`config.mk`:
```
export PLATFORM = sky130hd
export DESIGN_NAME = ex_execute
export DESIGN_NICKNAME = d
export VERILOG_FILES = /design/src/common/ex_isa_pkg.sv /design/src/common/ex_stage_pkg.sv /design/src/common/ex_unit_if.sv /design/src/logic/ex_alu.sv /design/src/logic/ex_branch.sv /design/src/logic/ex_control.sv /design/src/logic/ex_execute.sv /design/src/logic/ex_stage_reg.sv /design/src/multiplier/ex_multiplier.sv
export SDC_FILE = /design/constraint.sdc
export NUM_CORES = 2
export LEC_CHECK = 0
export BUFFER_PORTS_ARGS = -buffer_cell sky130_fd_sc_hd__buf_2
export CAP_MARGIN = 20
export CORE_MARGIN = 4
export CORE_UTILIZATION = 39
export DETAILED_ROUTE_END_ITERATION = 8
export PLACE_DENSITY = 0.59
export SYNTH_ARGS = -nofsm -noshare
export SYNTH_HDL_FRONTEND = slang
export SYNTH_SLANG_ARGS = --single-unit
```
`constraint.sdc`:
```
create_clock -name g_clk -period 7.5 [get_ports g_clk]
set_input_delay 1.125 -clock g_clk [delete_from_list [all_inputs] [get_ports g_clk]]
set_output_delay 1.125 -clock g_clk [all_outputs]
set_load 0.05 [all_outputs]
```
`src/common/ex_isa_pkg.sv`:
```
//------------------------------------------------
// Execute stage ISA encodings
// Functional units and the micro-op codes of each unit
//------------------------------------------------
package ex_isa_pkg;

    typedef enum logic [2:0] {
        FU_NONE = 3'd0,                         // Bubble, no unit
        FU_ALU  = 3'd1,
        FU_MUL  = 3'd2,
        FU_LSU  = 3'd3,
        FU_CFU  = 3'd4
    } fu_e;

    typedef enum logic [4:0] {
        ALU_ADD  = 5'd0,
        ALU_SUB  = 5'd1,
        ALU_XOR  = 5'd2,
        ALU_OR   = 5'd3,
        ALU_AND  = 5'd4,
        ALU_SLL  = 5'd5,
        ALU_SRL  = 5'd6,
        ALU_SRA  = 5'd7,
        ALU_SLT  = 5'd8,
        ALU_SLTU = 5'd9
    } alu_op_e;

    typedef enum logic [4:0] {
        MUL_MUL   = 5'd0,                       // Low half
        MUL_MULH  = 5'd1,                       // Signed high half
        MUL_MULHU = 5'd2                        // Unsigned high half
    } mul_op_e;

    // Bits 4:3 give the class: 00 branch, 10 jump, 11 outcome
    typedef enum logic [4:0] {
        CFU_BEQ       = 5'b00_001,
        CFU_BNE       = 5'b00_010,
        CFU_BLT       = 5'b00_011,
        CFU_BGE       = 5'b00_100,
        CFU_BLTU      = 5'b00_101,
        CFU_BGEU      = 5'b00_110,
        CFU_JAL       = 5'b10_001,
        CFU_JALR      = 5'b10_010,
        CFU_TAKEN     = 5'b11_001,
        CFU_NOT_TAKEN = 5'b11_010
    } cfu_op_e;

    typedef enum logic [4:0] {
        LSU_LOAD  = 5'd1,
        LSU_STORE = 5'd2
    } lsu_op_e;

endpackage

```
`src/common/ex_stage_pkg.sv`:
```
//------------------------------------------------
// Execute stage datapath types
// Words, register addresses and raw micro-ops
//------------------------------------------------
package ex_stage_pkg;

    localparam int XLEN = 32;                   // Datapath width

    typedef logic [XLEN-1:0] word_t;            // Operand or result
    typedef logic [4:0]      reg_addr_t;        // Destination register
    typedef logic [4:0]      uop_t;             // Raw micro-op, cast per unit

endpackage

```
`src/common/ex_unit_if.sv`:
```
//------------------------------------------------
// Unit issue bundle
// Operands and micro-op from control to the units
//------------------------------------------------
`timescale 1ns/1ps

interface ex_unit_if import ex_stage_pkg::*; ();

    word_t opr_a;                               // Operand A
    word_t opr_b;                               // Operand B
    word_t opr_c;                               // Operand C, store data or PC target
    uop_t  uop;                                 // Micro-op code

    modport issue (
        output opr_a, opr_b, opr_c, uop
    );

    modport unit (
        input  opr_a, opr_b, opr_c, uop
    );

endinterface

```
`src/logic/ex_alu.sv`:
```
//------------------------------------------------
// Integer ALU
// Single cycle logic, shifts and compares
//------------------------------------------------
`timescale 1ns/1ps

module ex_alu import ex_isa_pkg::*, ex_stage_pkg::*; (
    ex_unit_if.unit u_unit,
    output word_t   o_result,
    output word_t   o_sum                       // Adder out for LSU and CFU
);

    alu_op_e    op;
    logic [4:0] shamt;
    word_t      lhs;
    word_t      rhs;

    assign op    = alu_op_e'(u_unit.uop);
    assign lhs   = u_unit.opr_a;
    assign rhs   = u_unit.opr_b;
    assign shamt = rhs[4:0];

    assign o_sum = lhs + rhs;                   // Shared with address formation

    always_comb begin
        case (op)
            ALU_ADD:  o_result = o_sum;
            ALU_SUB:  o_result = lhs - rhs;
            ALU_XOR:  o_result = lhs ^ rhs;
            ALU_OR:   o_result = lhs | rhs;
            ALU_AND:  o_result = lhs & rhs;
            ALU_SLL:  o_result = lhs << shamt;
            ALU_SRL:  o_result = lhs >> shamt;
            ALU_SRA:  o_result = word_t'($signed(lhs) >>> shamt);
            ALU_SLT:  o_result = {31'b0, $signed(lhs) < $signed(rhs)};
            ALU_SLTU: o_result = {31'b0, lhs < rhs};
            default:  o_result = '0;
        endcase
    end

endmodule

```
`src/logic/ex_branch.sv`:
```
//------------------------------------------------
// Control-flow unit
// Branch compare, taken rewrite and jump targets
//------------------------------------------------
`timescale 1ns/1ps

module ex_branch import ex_isa_pkg::*, ex_stage_pkg::*; (
    ex_unit_if.unit u_unit,
    input  word_t   i_sum,                      // opr_a + opr_b from ALU
    output uop_t    o_uop,
    output word_t   o_target
);

    cfu_op_e op;
    logic    is_cond;
    logic    eq;
    logic    lt_s;
    logic    lt_u;
    logic    taken;

    assign op      = cfu_op_e'(u_unit.uop);
    assign is_cond = u_unit.uop[4:3] == 2'b00;

    assign eq      = u_unit.opr_a == u_unit.opr_b;
    assign lt_s    = $signed(u_unit.opr_a) < $signed(u_unit.opr_b);
    assign lt_u    = u_unit.opr_a < u_unit.opr_b;

    always_comb begin
        case (op)
            CFU_BEQ:  taken = eq;
            CFU_BNE:  taken = !eq;
            CFU_BLT:  taken = lt_s;
            CFU_BGE:  taken = !lt_s;
            CFU_BLTU: taken = lt_u;
            CFU_BGEU: taken = !lt_u;
            default:  taken = 1'b0;
        endcase
    end

    // Jumps keep their own code
    assign o_uop    = !is_cond ? u_unit.uop       :
                      taken    ? uop_t'(CFU_TAKEN) : uop_t'(CFU_NOT_TAKEN);

    assign o_target = (op == CFU_JALR) ? {i_sum[31:1], 1'b0} : {u_unit.opr_c[31:1], 1'b0};

endmodule

```
`src/logic/ex_control.sv`:
```
//------------------------------------------------
// Execute stage control
// Unit decode, stall, multiplier sequencing and result select
//------------------------------------------------
`timescale 1ns/1ps

module ex_control import ex_isa_pkg::*, ex_stage_pkg::*; #(
    parameter int MUL_BITS_PER_CYCLE = 2
) (
    input  logic        g_clk,
    input  logic        g_resetn,
    input  logic        i_s2_valid,             // Stage 2 holds an instruction
    input  fu_e         i_s2_fu,
    input  uop_t        i_s2_uop,
    input  word_t       i_s2_opr_a,
    input  word_t       i_s2_opr_b,
    input  word_t       i_s2_opr_c,
    input  logic        i_flush,
    input  logic        i_s3_busy,
    input  logic        i_s3_valid,
    input  word_t       i_alu_result,
    input  word_t       i_alu_sum,
    input  uop_t        i_br_uop,
    input  word_t       i_br_target,
    input  logic        i_mul_done,
    input  logic [63:0] i_mul_product,
    output logic        o_s2_busy,
    output logic        o_mul_start,
    output logic        o_mul_clear,
    output logic        o_load,                 // Payload and opr_a enable
    output logic        o_load_b,               // opr_b enable
    output word_t       o_next_opr_a,
    output word_t       o_next_opr_b,
    output uop_t        o_next_uop,
    ex_unit_if.issue    u_unit
);

    localparam int MUL_CYCLES = 32 / MUL_BITS_PER_CYCLE + 1;
    localparam int COUNT_W    = $clog2(MUL_CYCLES + 1);

    logic               p_busy;                 // Stage 3 holding
    logic               accept;
    logic               mul_started;
    logic [COUNT_W-1:0] mul_count;              // Elapsed multiply cycles
    logic               is_store;
    logic               mul_low;

    assign u_unit.opr_a = i_s2_opr_a;
    assign u_unit.opr_b = i_s2_opr_b;
    assign u_unit.opr_c = i_s2_opr_c;
    assign u_unit.uop   = i_s2_uop;

    // ------------------------------------------------
    // Stall and progress
    // ------------------------------------------------
    assign p_busy    = i_s3_valid && i_s3_busy;
    assign o_s2_busy = p_busy || (i_s2_valid && i_s2_fu == FU_MUL && !i_mul_done);
    assign accept    = i_s2_valid && !o_s2_busy;

    assign is_store  = i_s2_fu == FU_LSU && lsu_op_e'(i_s2_uop) == LSU_STORE;
    assign mul_low   = mul_op_e'(i_s2_uop) == MUL_MUL;

    assign o_load    = accept;
    assign o_load_b  = accept && i_s2_fu != FU_NONE;    // Bubbles keep opr_b

    // ------------------------------------------------
    // Multiplier sequencing
    // ------------------------------------------------
    assign mul_started = mul_count != '0;
    assign o_mul_start = i_s2_valid && i_s2_fu == FU_MUL && !mul_started;
    assign o_mul_clear = accept || i_flush;

    always_ff @(posedge g_clk) begin
        if (!g_resetn || o_mul_clear) begin
            mul_count <= '0;
        end else if (o_mul_start) begin
            mul_count <= COUNT_W'(1);
        end else if (mul_started && mul_count != COUNT_W'(MUL_CYCLES)) begin
            mul_count <= mul_count + COUNT_W'(1);   // Saturates at full length
        end
    end

    // ------------------------------------------------
    // Result select
    // ------------------------------------------------
    always_comb begin
        case (i_s2_fu)
            FU_ALU:  o_next_opr_a = i_alu_result;
            FU_MUL:  o_next_opr_a = mul_low ? i_mul_product[31:0] : i_mul_product[63:32];
            FU_LSU:  o_next_opr_a = i_alu_sum;      // Memory address
            FU_CFU:  o_next_opr_a = i_br_target;
            default: o_next_opr_a = '0;
        endcase
    end

    assign o_next_opr_b = (i_s2_fu == FU_MUL) ? i_mul_product[63:32] :
                          is_store             ? i_s2_opr_c           :
                                                 '0;

    assign o_next_uop   = (i_s2_fu == FU_CFU) ? i_br_uop : i_s2_uop;

endmodule

```
`src/logic/ex_execute.sv`:
```
//------------------------------------------------
// Execute stage top level
// Control, ALU, CFU, multiplier and stage 3 register
//------------------------------------------------
`timescale 1ns/1ps

module ex_execute import ex_isa_pkg::*, ex_stage_pkg::*; #(
    parameter int MUL_BITS_PER_CYCLE = 2
) (
    input  logic      g_clk,
    input  logic      g_resetn,
    input  logic      i_s2_valid,
    input  reg_addr_t i_s2_rd,
    input  fu_e       i_s2_fu,
    input  uop_t      i_s2_uop,
    input  word_t     i_s2_opr_a,
    input  word_t     i_s2_opr_b,
    input  word_t     i_s2_opr_c,
    output logic      o_s2_busy,
    input  logic      i_flush,
    output logic      o_s3_valid,
    output reg_addr_t o_s3_rd,
    output fu_e       o_s3_fu,
    output uop_t      o_s3_uop,
    output word_t     o_s3_opr_a,
    output word_t     o_s3_opr_b,
    input  logic      i_s3_busy
);

    word_t       alu_result;
    word_t       alu_sum;
    uop_t        br_uop;
    word_t       br_target;
    logic        mul_start;
    logic        mul_clear;
    logic        mul_done;
    logic [63:0] mul_product;
    logic        load;
    logic        load_b;
    word_t       next_opr_a;
    word_t       next_opr_b;
    uop_t        next_uop;

    ex_unit_if unit_bus ();

    ex_control #(
        .MUL_BITS_PER_CYCLE (MUL_BITS_PER_CYCLE)
    ) u_control (
        .g_clk         (g_clk),
        .g_resetn      (g_resetn),
        .i_s2_valid    (i_s2_valid),
        .i_s2_fu       (i_s2_fu),
        .i_s2_uop      (i_s2_uop),
        .i_s2_opr_a    (i_s2_opr_a),
        .i_s2_opr_b    (i_s2_opr_b),
        .i_s2_opr_c    (i_s2_opr_c),
        .i_flush       (i_flush),
        .i_s3_busy     (i_s3_busy),
        .i_s3_valid    (o_s3_valid),
        .i_alu_result  (alu_result),
        .i_alu_sum     (alu_sum),
        .i_br_uop      (br_uop),
        .i_br_target   (br_target),
        .i_mul_done    (mul_done),
        .i_mul_product (mul_product),
        .o_s2_busy     (o_s2_busy),
        .o_mul_start   (mul_start),
        .o_mul_clear   (mul_clear),
        .o_load        (load),
        .o_load_b      (load_b),
        .o_next_opr_a  (next_opr_a),
        .o_next_opr_b  (next_opr_b),
        .o_next_uop    (next_uop),
        .u_unit        (unit_bus)
    );

    ex_alu u_alu (
        .u_unit   (unit_bus),
        .o_result (alu_result),
        .o_sum    (alu_sum)
    );

    ex_branch u_branch (
        .u_unit   (unit_bus),
        .i_sum    (alu_sum),
        .o_uop    (br_uop),
        .o_target (br_target)
    );

    ex_multiplier #(
        .MUL_BITS_PER_CYCLE (MUL_BITS_PER_CYCLE)
    ) u_multiplier (
        .g_clk     (g_clk),
        .g_resetn  (g_resetn),
        .u_unit    (unit_bus),
        .i_start   (mul_start),
        .i_clear   (mul_clear),
        .o_done    (mul_done),
        .o_product (mul_product)
    );

    ex_stage_reg u_stage_reg (
        .g_clk     (g_clk),
        .g_resetn  (g_resetn),
        .i_flush   (i_flush),
        .i_s3_busy (i_s3_busy),
        .i_load    (load),
        .i_load_b  (load_b),
        .i_rd      (i_s2_rd),
        .i_fu      (i_s2_fu),
        .i_uop     (next_uop),
        .i_opr_a   (next_opr_a),
        .i_opr_b   (next_opr_b),
        .o_valid   (o_s3_valid),
        .o_rd      (o_s3_rd),
        .o_fu      (o_s3_fu),
        .o_uop     (o_s3_uop),
        .o_opr_a   (o_s3_opr_a),
        .o_opr_b   (o_s3_opr_b)
    );

endmodule

```
`src/logic/ex_stage_reg.sv`:
```
//------------------------------------------------
// Stage 3 pipeline register
// Payload with separate opr_b enable and flush
//------------------------------------------------
`timescale 1ns/1ps

module ex_stage_reg import ex_isa_pkg::*, ex_stage_pkg::*; (
    input  logic      g_clk,
    input  logic      g_resetn,
    input  logic      i_flush,
    input  logic      i_s3_busy,
    input  logic      i_load,                   // Payload and opr_a
    input  logic      i_load_b,                 // opr_b only
    input  reg_addr_t i_rd,
    input  fu_e       i_fu,
    input  uop_t      i_uop,
    input  word_t     i_opr_a,
    input  word_t     i_opr_b,
    output logic      o_valid,
    output reg_addr_t o_rd,
    output fu_e       o_fu,
    output uop_t      o_uop,
    output word_t     o_opr_a,
    output word_t     o_opr_b
);

    always_ff @(posedge g_clk) begin
        if (!g_resetn || i_flush) begin
            o_valid <= 1'b0;
            o_rd    <= '0;
            o_fu    <= FU_NONE;
            o_uop   <= '0;
            o_opr_a <= '0;
            o_opr_b <= '0;                      // Flush loads zero
        end else begin
            if (i_load) begin
                o_valid <= 1'b1;
                o_rd    <= i_rd;
                o_fu    <= i_fu;
                o_uop   <= i_uop;
                o_opr_a <= i_opr_a;
            end else if (!i_s3_busy) begin
                o_valid <= 1'b0;                // Consumed by stage 3
            end
            if (i_load_b) begin
                o_opr_b <= i_opr_b;
            end
        end
    end

endmodule

```
`src/multiplier/ex_multiplier.sv`:
```
//------------------------------------------------
// Iterative multiplier
// Shift-add over operand magnitudes, 64-bit product
//------------------------------------------------
`timescale 1ns/1ps

module ex_multiplier import ex_isa_pkg::*, ex_stage_pkg::*; #(
    parameter int MUL_BITS_PER_CYCLE = 2
) (
    input  logic        g_clk,
    input  logic        g_resetn,
    ex_unit_if.unit     u_unit,
    input  logic        i_start,                // Load operands
    input  logic        i_clear,                // Back to idle
    output logic        o_done,
    output logic [63:0] o_product
);

    localparam int STEPS = 32 / MUL_BITS_PER_CYCLE;
    localparam int CNT_W = $clog2(STEPS);

    mul_op_e           op;
    logic              is_signed;
    word_t             a_mag;
    word_t             b_mag;
    logic              running;
    logic [CNT_W-1:0]  count;
    logic [63:0]       acc;                     // Partial product
    logic [63:0]       mcand;                   // Shifts left each step
    word_t             mplier;                  // Shifts right each step
    logic              neg;                     // Result sign for MULH
    logic [63:0]       step_add;

    assign op        = mul_op_e'(u_unit.uop);
    assign is_signed = op == MUL_MULH;
    assign a_mag     = (is_signed && u_unit.opr_a[31]) ? -u_unit.opr_a : u_unit.opr_a;
    assign b_mag     = (is_signed && u_unit.opr_b[31]) ? -u_unit.opr_b : u_unit.opr_b;

    // Multiplicand times the low multiplier bits
    always_comb begin
        step_add = '0;
        for (int i = 0; i < MUL_BITS_PER_CYCLE; i++) begin
            if (mplier[i]) begin
                step_add = step_add + (mcand << i);
            end
        end
    end

    always_ff @(posedge g_clk) begin
        if (!g_resetn || i_clear) begin
            running <= 1'b0;
            o_done  <= 1'b0;
            count   <= '0;
        end else if (i_start) begin
            running <= 1'b1;
            o_done  <= 1'b0;
            count   <= '0;
        end else if (running) begin
            count <= count + CNT_W'(1);
            if (count == CNT_W'(STEPS - 1)) begin
                running <= 1'b0;                // Last step retired
                o_done  <= 1'b1;
            end
        end
    end

    always_ff @(posedge g_clk) begin
        if (i_start) begin
            acc    <= '0;
            mcand  <= {32'b0, a_mag};
            mplier <= b_mag;
            neg    <= is_signed && (u_unit.opr_a[31] ^ u_unit.opr_b[31]);
        end else if (running) begin
            acc    <= acc + step_add;
            mcand  <= mcand << MUL_BITS_PER_CYCLE;
            mplier <= mplier >> MUL_BITS_PER_CYCLE;
        end
    end

    assign o_product = neg ? -acc : acc;

endmodule

```
### Word level (Yosys, flattened, before mapping)

Index checks and enable logic that the tools add are counted.

* output and inout port bits: 79
* register bits after elaboration: 250

* shift operators: 3
* eq/ne operators: 18
* order comparisons: 2
* $add $sub $neg: 9
* mux-type cells: 26
* bitwise gates (word level): 4
* reduce and logical (&&, ||, !) cells: 30

Operator list (count)
* two-way mux 32 bit: 10
* case mux 32 bit (10 select lines): 1
* two-way mux 64 bit: 3
* adder 64 bit: 2
* case mux 32 bit (4 select lines): 1
* less-than comparator 32 bit: 2
* negator 32 bit: 2
* negator 64 bit: 1
* adder 32 bit: 1
* AND 32 bit: 1
* == test 32 bit: 1
* OR 32 bit: 1
* left shift 32 x 5 -> 32 bit: 1
* >> shifter 32 x 5 -> 32 bit: 1
* >>> shifter 32 x 5 -> 32 bit: 1
* subtractor 32 bit: 1
* bitwise XOR 32 bit: 1
* == test 5 x 3 -> 1 bit (second input constant): 4
* logical AND 1 bit: 11
* == test 5 x 2 -> 1 bit (second input constant): 2
* == test 5 x 4 -> 1 bit (second input constant): 2
* two-way mux 5 bit: 2
* zero test 1 bit: 7
* two-way mux 1 bit: 7
* other kinds (21): 26

### Longest topological paths before layout

* word-level depth: 9
* mapped depth: 35
* mapped depth without buffers: 28

### Modules after synthesis

A second synthesis with hierarchy kept.

* cells, all modules: 4415
* area, all modules: 33507.1 um2

By module, submodules not included
* ex_multiplier: area each 17708.2 um2, cells each 2327, seq. area each 3993.8 um2, instances 1
* ex_alu: area each 8683.3 um2, cells each 1275, seq. area each 0.0 um2, instances 1
* ex_control: area each 2926.6 um2, cells each 385, seq. area each 100.1 um2, instances 1
* ex_stage_reg: area each 2819.0 um2, cells each 253, seq. area each 1561.5 um2, instances 1
* ex_branch: area each 1370.1 um2, cells each 175, seq. area each 0.0 um2, instances 1

### Least setup slack after synthesis

OpenSTA, ideal clock, no wires.

* path type: register to register
* from: register u_multiplier.mplier[0]
* to: register u_multiplier.acc[63]
* setup time: 0.058 ns
* path slack: 0.504 ns
* path buffers: 9
* arrival: 6.938 ns
* stages on the path, launching flop included: 34
* clock period less this slack: 6.996 ns
* cell sequence: edfxtp_1 > buf_2 > buf_2 > clkbuf_1 > clkbuf_1 > clkbuf_1 > clkbuf_1 > clkbuf_1 > and2_1 > ha_1 > fa_1 > a21o_1 > a21oi_1 > o21ai_1 > a221o_1 > a32oi_1 > o211ai_1 > a41o_1 > nor2b_1 > xnor2_1 > mux2_2 > ha_1 > clkbuf_1 > and3_1 > clkbuf_1 > nand3_1 > or3_1 > nor4_1 > a211oi_1 > nor3_1 > or3_1 > a21oi_1 > or3_1 > nand2_1

* cells in the longest elaborated chain, start to end: 4

Ends and longest elaborated chain
* start, declared: RTL line ex_multiplier.sv:30 `word_t mplier;`
* start signal, assigned: RTL line ex_multiplier.sv:71 `mplier <= b_mag;`
* start signal, assigned: RTL line ex_multiplier.sv:76 `mplier <= mplier >> MUL_BITS_PER_CYCLE;`
* two-way mux 64 bit (*): RTL line ex_multiplier.sv:43 `if (mplier[i]) begin`
* adder 64 bit: RTL line ex_multiplier.sv:44 `step_add = step_add + (mcand << i);`
* two-way mux 64 bit (*): RTL line ex_multiplier.sv:43
* adder 64 bit (*): RTL line ex_multiplier.sv:74 `acc <= acc + step_add;`
* end signal, assigned: RTL line ex_multiplier.sv:74
* end, declared: RTL line ex_multiplier.sv:28 `logic [63:0] acc;`

Every way passes the cells marked *; elsewhere a longest branch is shown, timed or not.
A chain may end at the register's enable or synchronous reset.

### Final worst setup path

* from: register u_multiplier.mcand[1]
* to: register u_multiplier.acc[63]

* cells in the longest elaborated chain, start to end: 4

Ends and longest elaborated chain
* start, declared: RTL line ex_multiplier.sv:29 `logic [63:0] mcand;`
* start signal, assigned: RTL line ex_multiplier.sv:70 `mcand <= {32'b0, a_mag};`
* start signal, assigned: RTL line ex_multiplier.sv:75 `mcand <= mcand << MUL_BITS_PER_CYCLE;`
* two-way mux 64 bit: RTL line ex_multiplier.sv:43
* adder 64 bit: RTL line ex_multiplier.sv:44
* two-way mux 64 bit (*): RTL line ex_multiplier.sv:43
* adder 64 bit (*): RTL line ex_multiplier.sv:74

Marked as above.

==> reports/qor.yml <==
grt:
  grt_pass1_wl_mm: 193
  grt_max_degree: 135
  grt_use_total_pct: 30.8
  grt_pass1_vias: 29400
  antenna_found_initial: 7
  grt_overflow: 0
cts:
  cts-hold-fix-buffers: 0
  post_cts_resized: 0
  tritoncts: "yes"
  cts_buffer_depth: 3
  cts_setup_buffers: 0
  cts.reportedPaths.clkPinSlew_ns: 0.06
  cts_root_buf: "clkbuf_16"
  clock_latency_ns: 0.61
  cts_buffers: 30
  htree_levels: 1
  clkSinkCount: 250
setup_path:
  ff2ff_path_depth: 26
  cp.required_ns: 7.99
  path_class: "register to register"
  crit_buf_inv: 0
  start_kind: "register"
  arrival_ns: 7.17
  critPathTopFamily: "compound AO/OA/AOI/OAI gates"
  reg2reg_from: "u_multiplier.mcand[1]"
  regToRegSetupSlack_ns: 0.82
  critPathMaxFanout: 9
  end_kind: "register"
  rr_endpoint: "u_multiplier.acc[63]"
  crit_slowest_cell: "edfxtp_1"
  critPathMaxStageDelay_ns: 0.45
layout:
  fin_util_pct: 42.8
  synthToLayoutAreaGrowth_pct: 8.79
  num-fill-cells: 7867
  fin_area_mm2: 0.0325
  multiInputGateArea_mm2: 0.0225
  seqCellArea_mm2: 0.00566
  drive_gt1_share_pct: 10.1
  final_nets: 4372
floorplanning:
  die_y_um: 285
  rows: 101
  ios: 193
  core-area_mm2: 0.0759
  die-width_um: 285
  initial_core_util_pct: 39.3
  die_area_mm2: 0.0810
timing:
  report.final.slew_viol_count: 0
  fin_ws_ns: 0.819
  finalHoldViolCount: 0
  period_needed_ns: 6.68
  finalCritPeriodShare_pct: 89.1
  setup-tns-final_ns: 0
  grt_setup_unrepaired: "false"
  relSlewSlack_pct: 31.1
  fin_skew_ns: 0.0248
  worstMarginPinSlew_ns: 1.03
  fmax_mhz: 150
  setup-violations-final: 0
pwr:
  powerDensity_mw_per_mm2: 159
  power_leakage_nw: 13.6
  peakVddDrop_v: 0.000176
drt:
  drtIter0Drc: 3661
  dr.pass1.iters: 6
  vias: 32000
  viasPerCell: 6.26
  drc: 0
  ant_nets: 0
  routed_wl_mm: 131
  wl_per_cell_um: 25.7
run:
  cap_violations: 0
placed_design:
  numPortBuffers: 192
  dp.final_hpwl_mm: 102
  dpl-instance-area_mm2: 0.0314
  place_ws_ns: 0.958
  place_congestion: 1.04
yosys:
  netlist.area_leader.share_pct: 12.4
  ys_seq_area_share_pct: 18.9
  ys_dominant_reg_cell: "dfxtp_1"
  synth_area_leaders: "dfxtp_1, ha_1, edfxtp_1"
  syn_area_mm2: 0.0299
  async_flop_share_pct: 0
  synth_edf_count: 65
  synthCells: 4068
  synthTopCellsByCount: "nor2_1, nand2_1, o21ai_0, a21oi_1, clkbuf_1"
  yosysTopAreaCell: "dfxtp_1"
  synth.distinct_cells: 94
  avgSynthCellArea_um2: 7.34
  synth-seq-cells: 250
  yosys_warnings: 0
  yosysMostFrequentCell: "nor2_1"
  synth_fp_nets: 4393
hold_path:
  worstHoldStart: "u_stage_reg.o_uop[2]"
  hold_depth: 2
  holdPathEnd: "u_stage_reg.o_uop[2]"
  min-delay-path-class: "register to register"
run_status:
  outcome: "finished clean"
==> state kept, by name, indices dropped and copies added (netlist names) <==
signal                cells
u_control.mul_count       5
u_multiplier.acc         64
u_multiplier.count        4
u_multiplier.mcand       64
u_multiplier.mplier      32
u_multiplier.neg          1
u_multiplier.o_done       1
u_multiplier.running      1
u_stage_reg.o_fu          3
u_stage_reg.o_opr_a      32
u_stage_reg.o_opr_b      32
u_stage_reg.o_rd          5
u_stage_reg.o_uop         5
u_stage_reg.o_valid       1
==> placed cells by master, fill, tap and decap left out, types with 31 or more instances in the layout <==
master | netlist | layout
a221oi_1 | 51 | 51
mux2i_1 | 138 | 138
o21bai_1 | 51 | 51
a21o_1 | 110 | 110
nand3_1 | 67 | 67
o21ai_1 | 31 | 31
o31ai_1 | 33 | 33
and2_1 | 48 | 49
o21ai_0 | 341 | 341
a211oi_1 | 35 | 35
a31oi_1 | 48 | 47
nor3_1 | 94 | 92
nand2_1 | 404 | 404
xor2_1 | 115 | 115
ha_1 | 207 | 207
nand4_1 | 50 | 50
nor2b_1 | 35 | 35
inv_1 | 147 | 145
mux2_2 | 39 | 39
clkbuf_16 | 0 | 34
or3_1 | 31 | 31
o211ai_1 | 49 | 49
buf_2 | 9 | 191
xnor2_1 | 199 | 199
a21oi_1 | 323 | 323
nand2b_1 | 33 | 32
edfxtp_1 | 65 | 65
buf_4 | 0 | 53
nor2_1 | 409 | 406
dfxtp_1 | 185 | 184
==> power breakdown <==
group / switching (mW) / internal [mW]
Clock: 0.648 / 0.883
Combinational: 1.31 / 0.695
Sequential: 0.170 / 1.47
Total: 2.13 / 3.05
==> metal layers <==
| metal | vias up | part of all wire, % | track usage [%] |
|---|---|---|---|
| met5 | - | 0.0076 | 0 |
| met4 | 2 | 6.3 | 16.0 |
| met3 | 324 | 8.6 | 4.41 |
| met2 | 1607 | 42 | 46.3 |
| met1 | 15200 | 43 | 42.7 |
| li1 | 14800 | - | - |
==> per-stage QoR <==
stage	total power, mW	cells	hold slack, ns
CTS	5.14	5100	0.452
global placement	3.61	5044	0.432
global route	5.41	5103	0.474
floorplan	2.95	4068	0.474
detailed placement	3.60	5044	0.438
finish	5.18	5103	0.452
==> how the worst max path moves through the flow <==
stage	startpoint	endpoint	slack (ns)	cells after the start
after floorplan	u_multiplier.mplier[0]	u_multiplier.acc[63]	0.50	33
after global routing	u_multiplier.mcand[1]	u_multiplier.acc[63]	0.13	24
after CTS	u_multiplier.mcand[1]	u_multiplier.acc[63]	0.90	25
after global placement	u_multiplier.mcand[1]	u_multiplier.acc[63]	1.08	24
final	u_multiplier.mcand[1]	u_multiplier.acc[63]	0.82	26
after detailed placement	u_multiplier.mcand[1]	u_multiplier.acc[56]	0.96	24
==> final cells by class <==
type / count / area share, %
multi-input cells: 3363 / 69.4
flip-flops and latches: 250 / 17.4
repair buffers: 246 / 4.32
well taps: 1030 / 3.97
clock buffers: 50 / 3.00
inverters: 156 / 1.80
clock inverters: 6 / 0.116
diodes: 2 / 0.0154
==> worst register-to-register path: stages (launching register included) <==
cell and delay [ns]:
edfxtp_1 0.45, and2_1 0.21, ha_1 0.20, fa_1 0.44, a21o_1 0.23, a21oi_1 0.16
o21ai_1 0.11, a221o_1 0.32, a32oi_1 0.28, o211ai_1 0.22, a41o_1 0.31, nor2b_1 0.25
nand2_1 0.15, a41oi_1 0.28, xnor2_1 0.09, mux2_2 0.27, ha_1 0.40, a21o_1 0.20
a21oi_1 0.24, nand3_1 0.11, a31o_2 0.22, a211oi_1 0.45, nor3_1 0.17, or3_1 0.39
a21boi_0 0.22, or3_1 0.14, nand2_1 0.04
==> cells by family (layout without fill, tap and decap cells) <==
kind of cell | count (synthesis) | count (layout) | share of synthesized area, %
compound gates | 1340 | 1340 | 28.9
simple gates | 1296 | 1296 | 20.3
buf+inv | 455 | 458 | 5.76
xor+xnor | 314 | 314 | 9.21
flops | 250 | 250 | 18.9
fa+ha+maj | 212 | 212 | 8.98
mux | 201 | 201 | 7.91
other cells | 0 | 2 | 0
No activity file was read; power rests on OpenSTA's default activity.
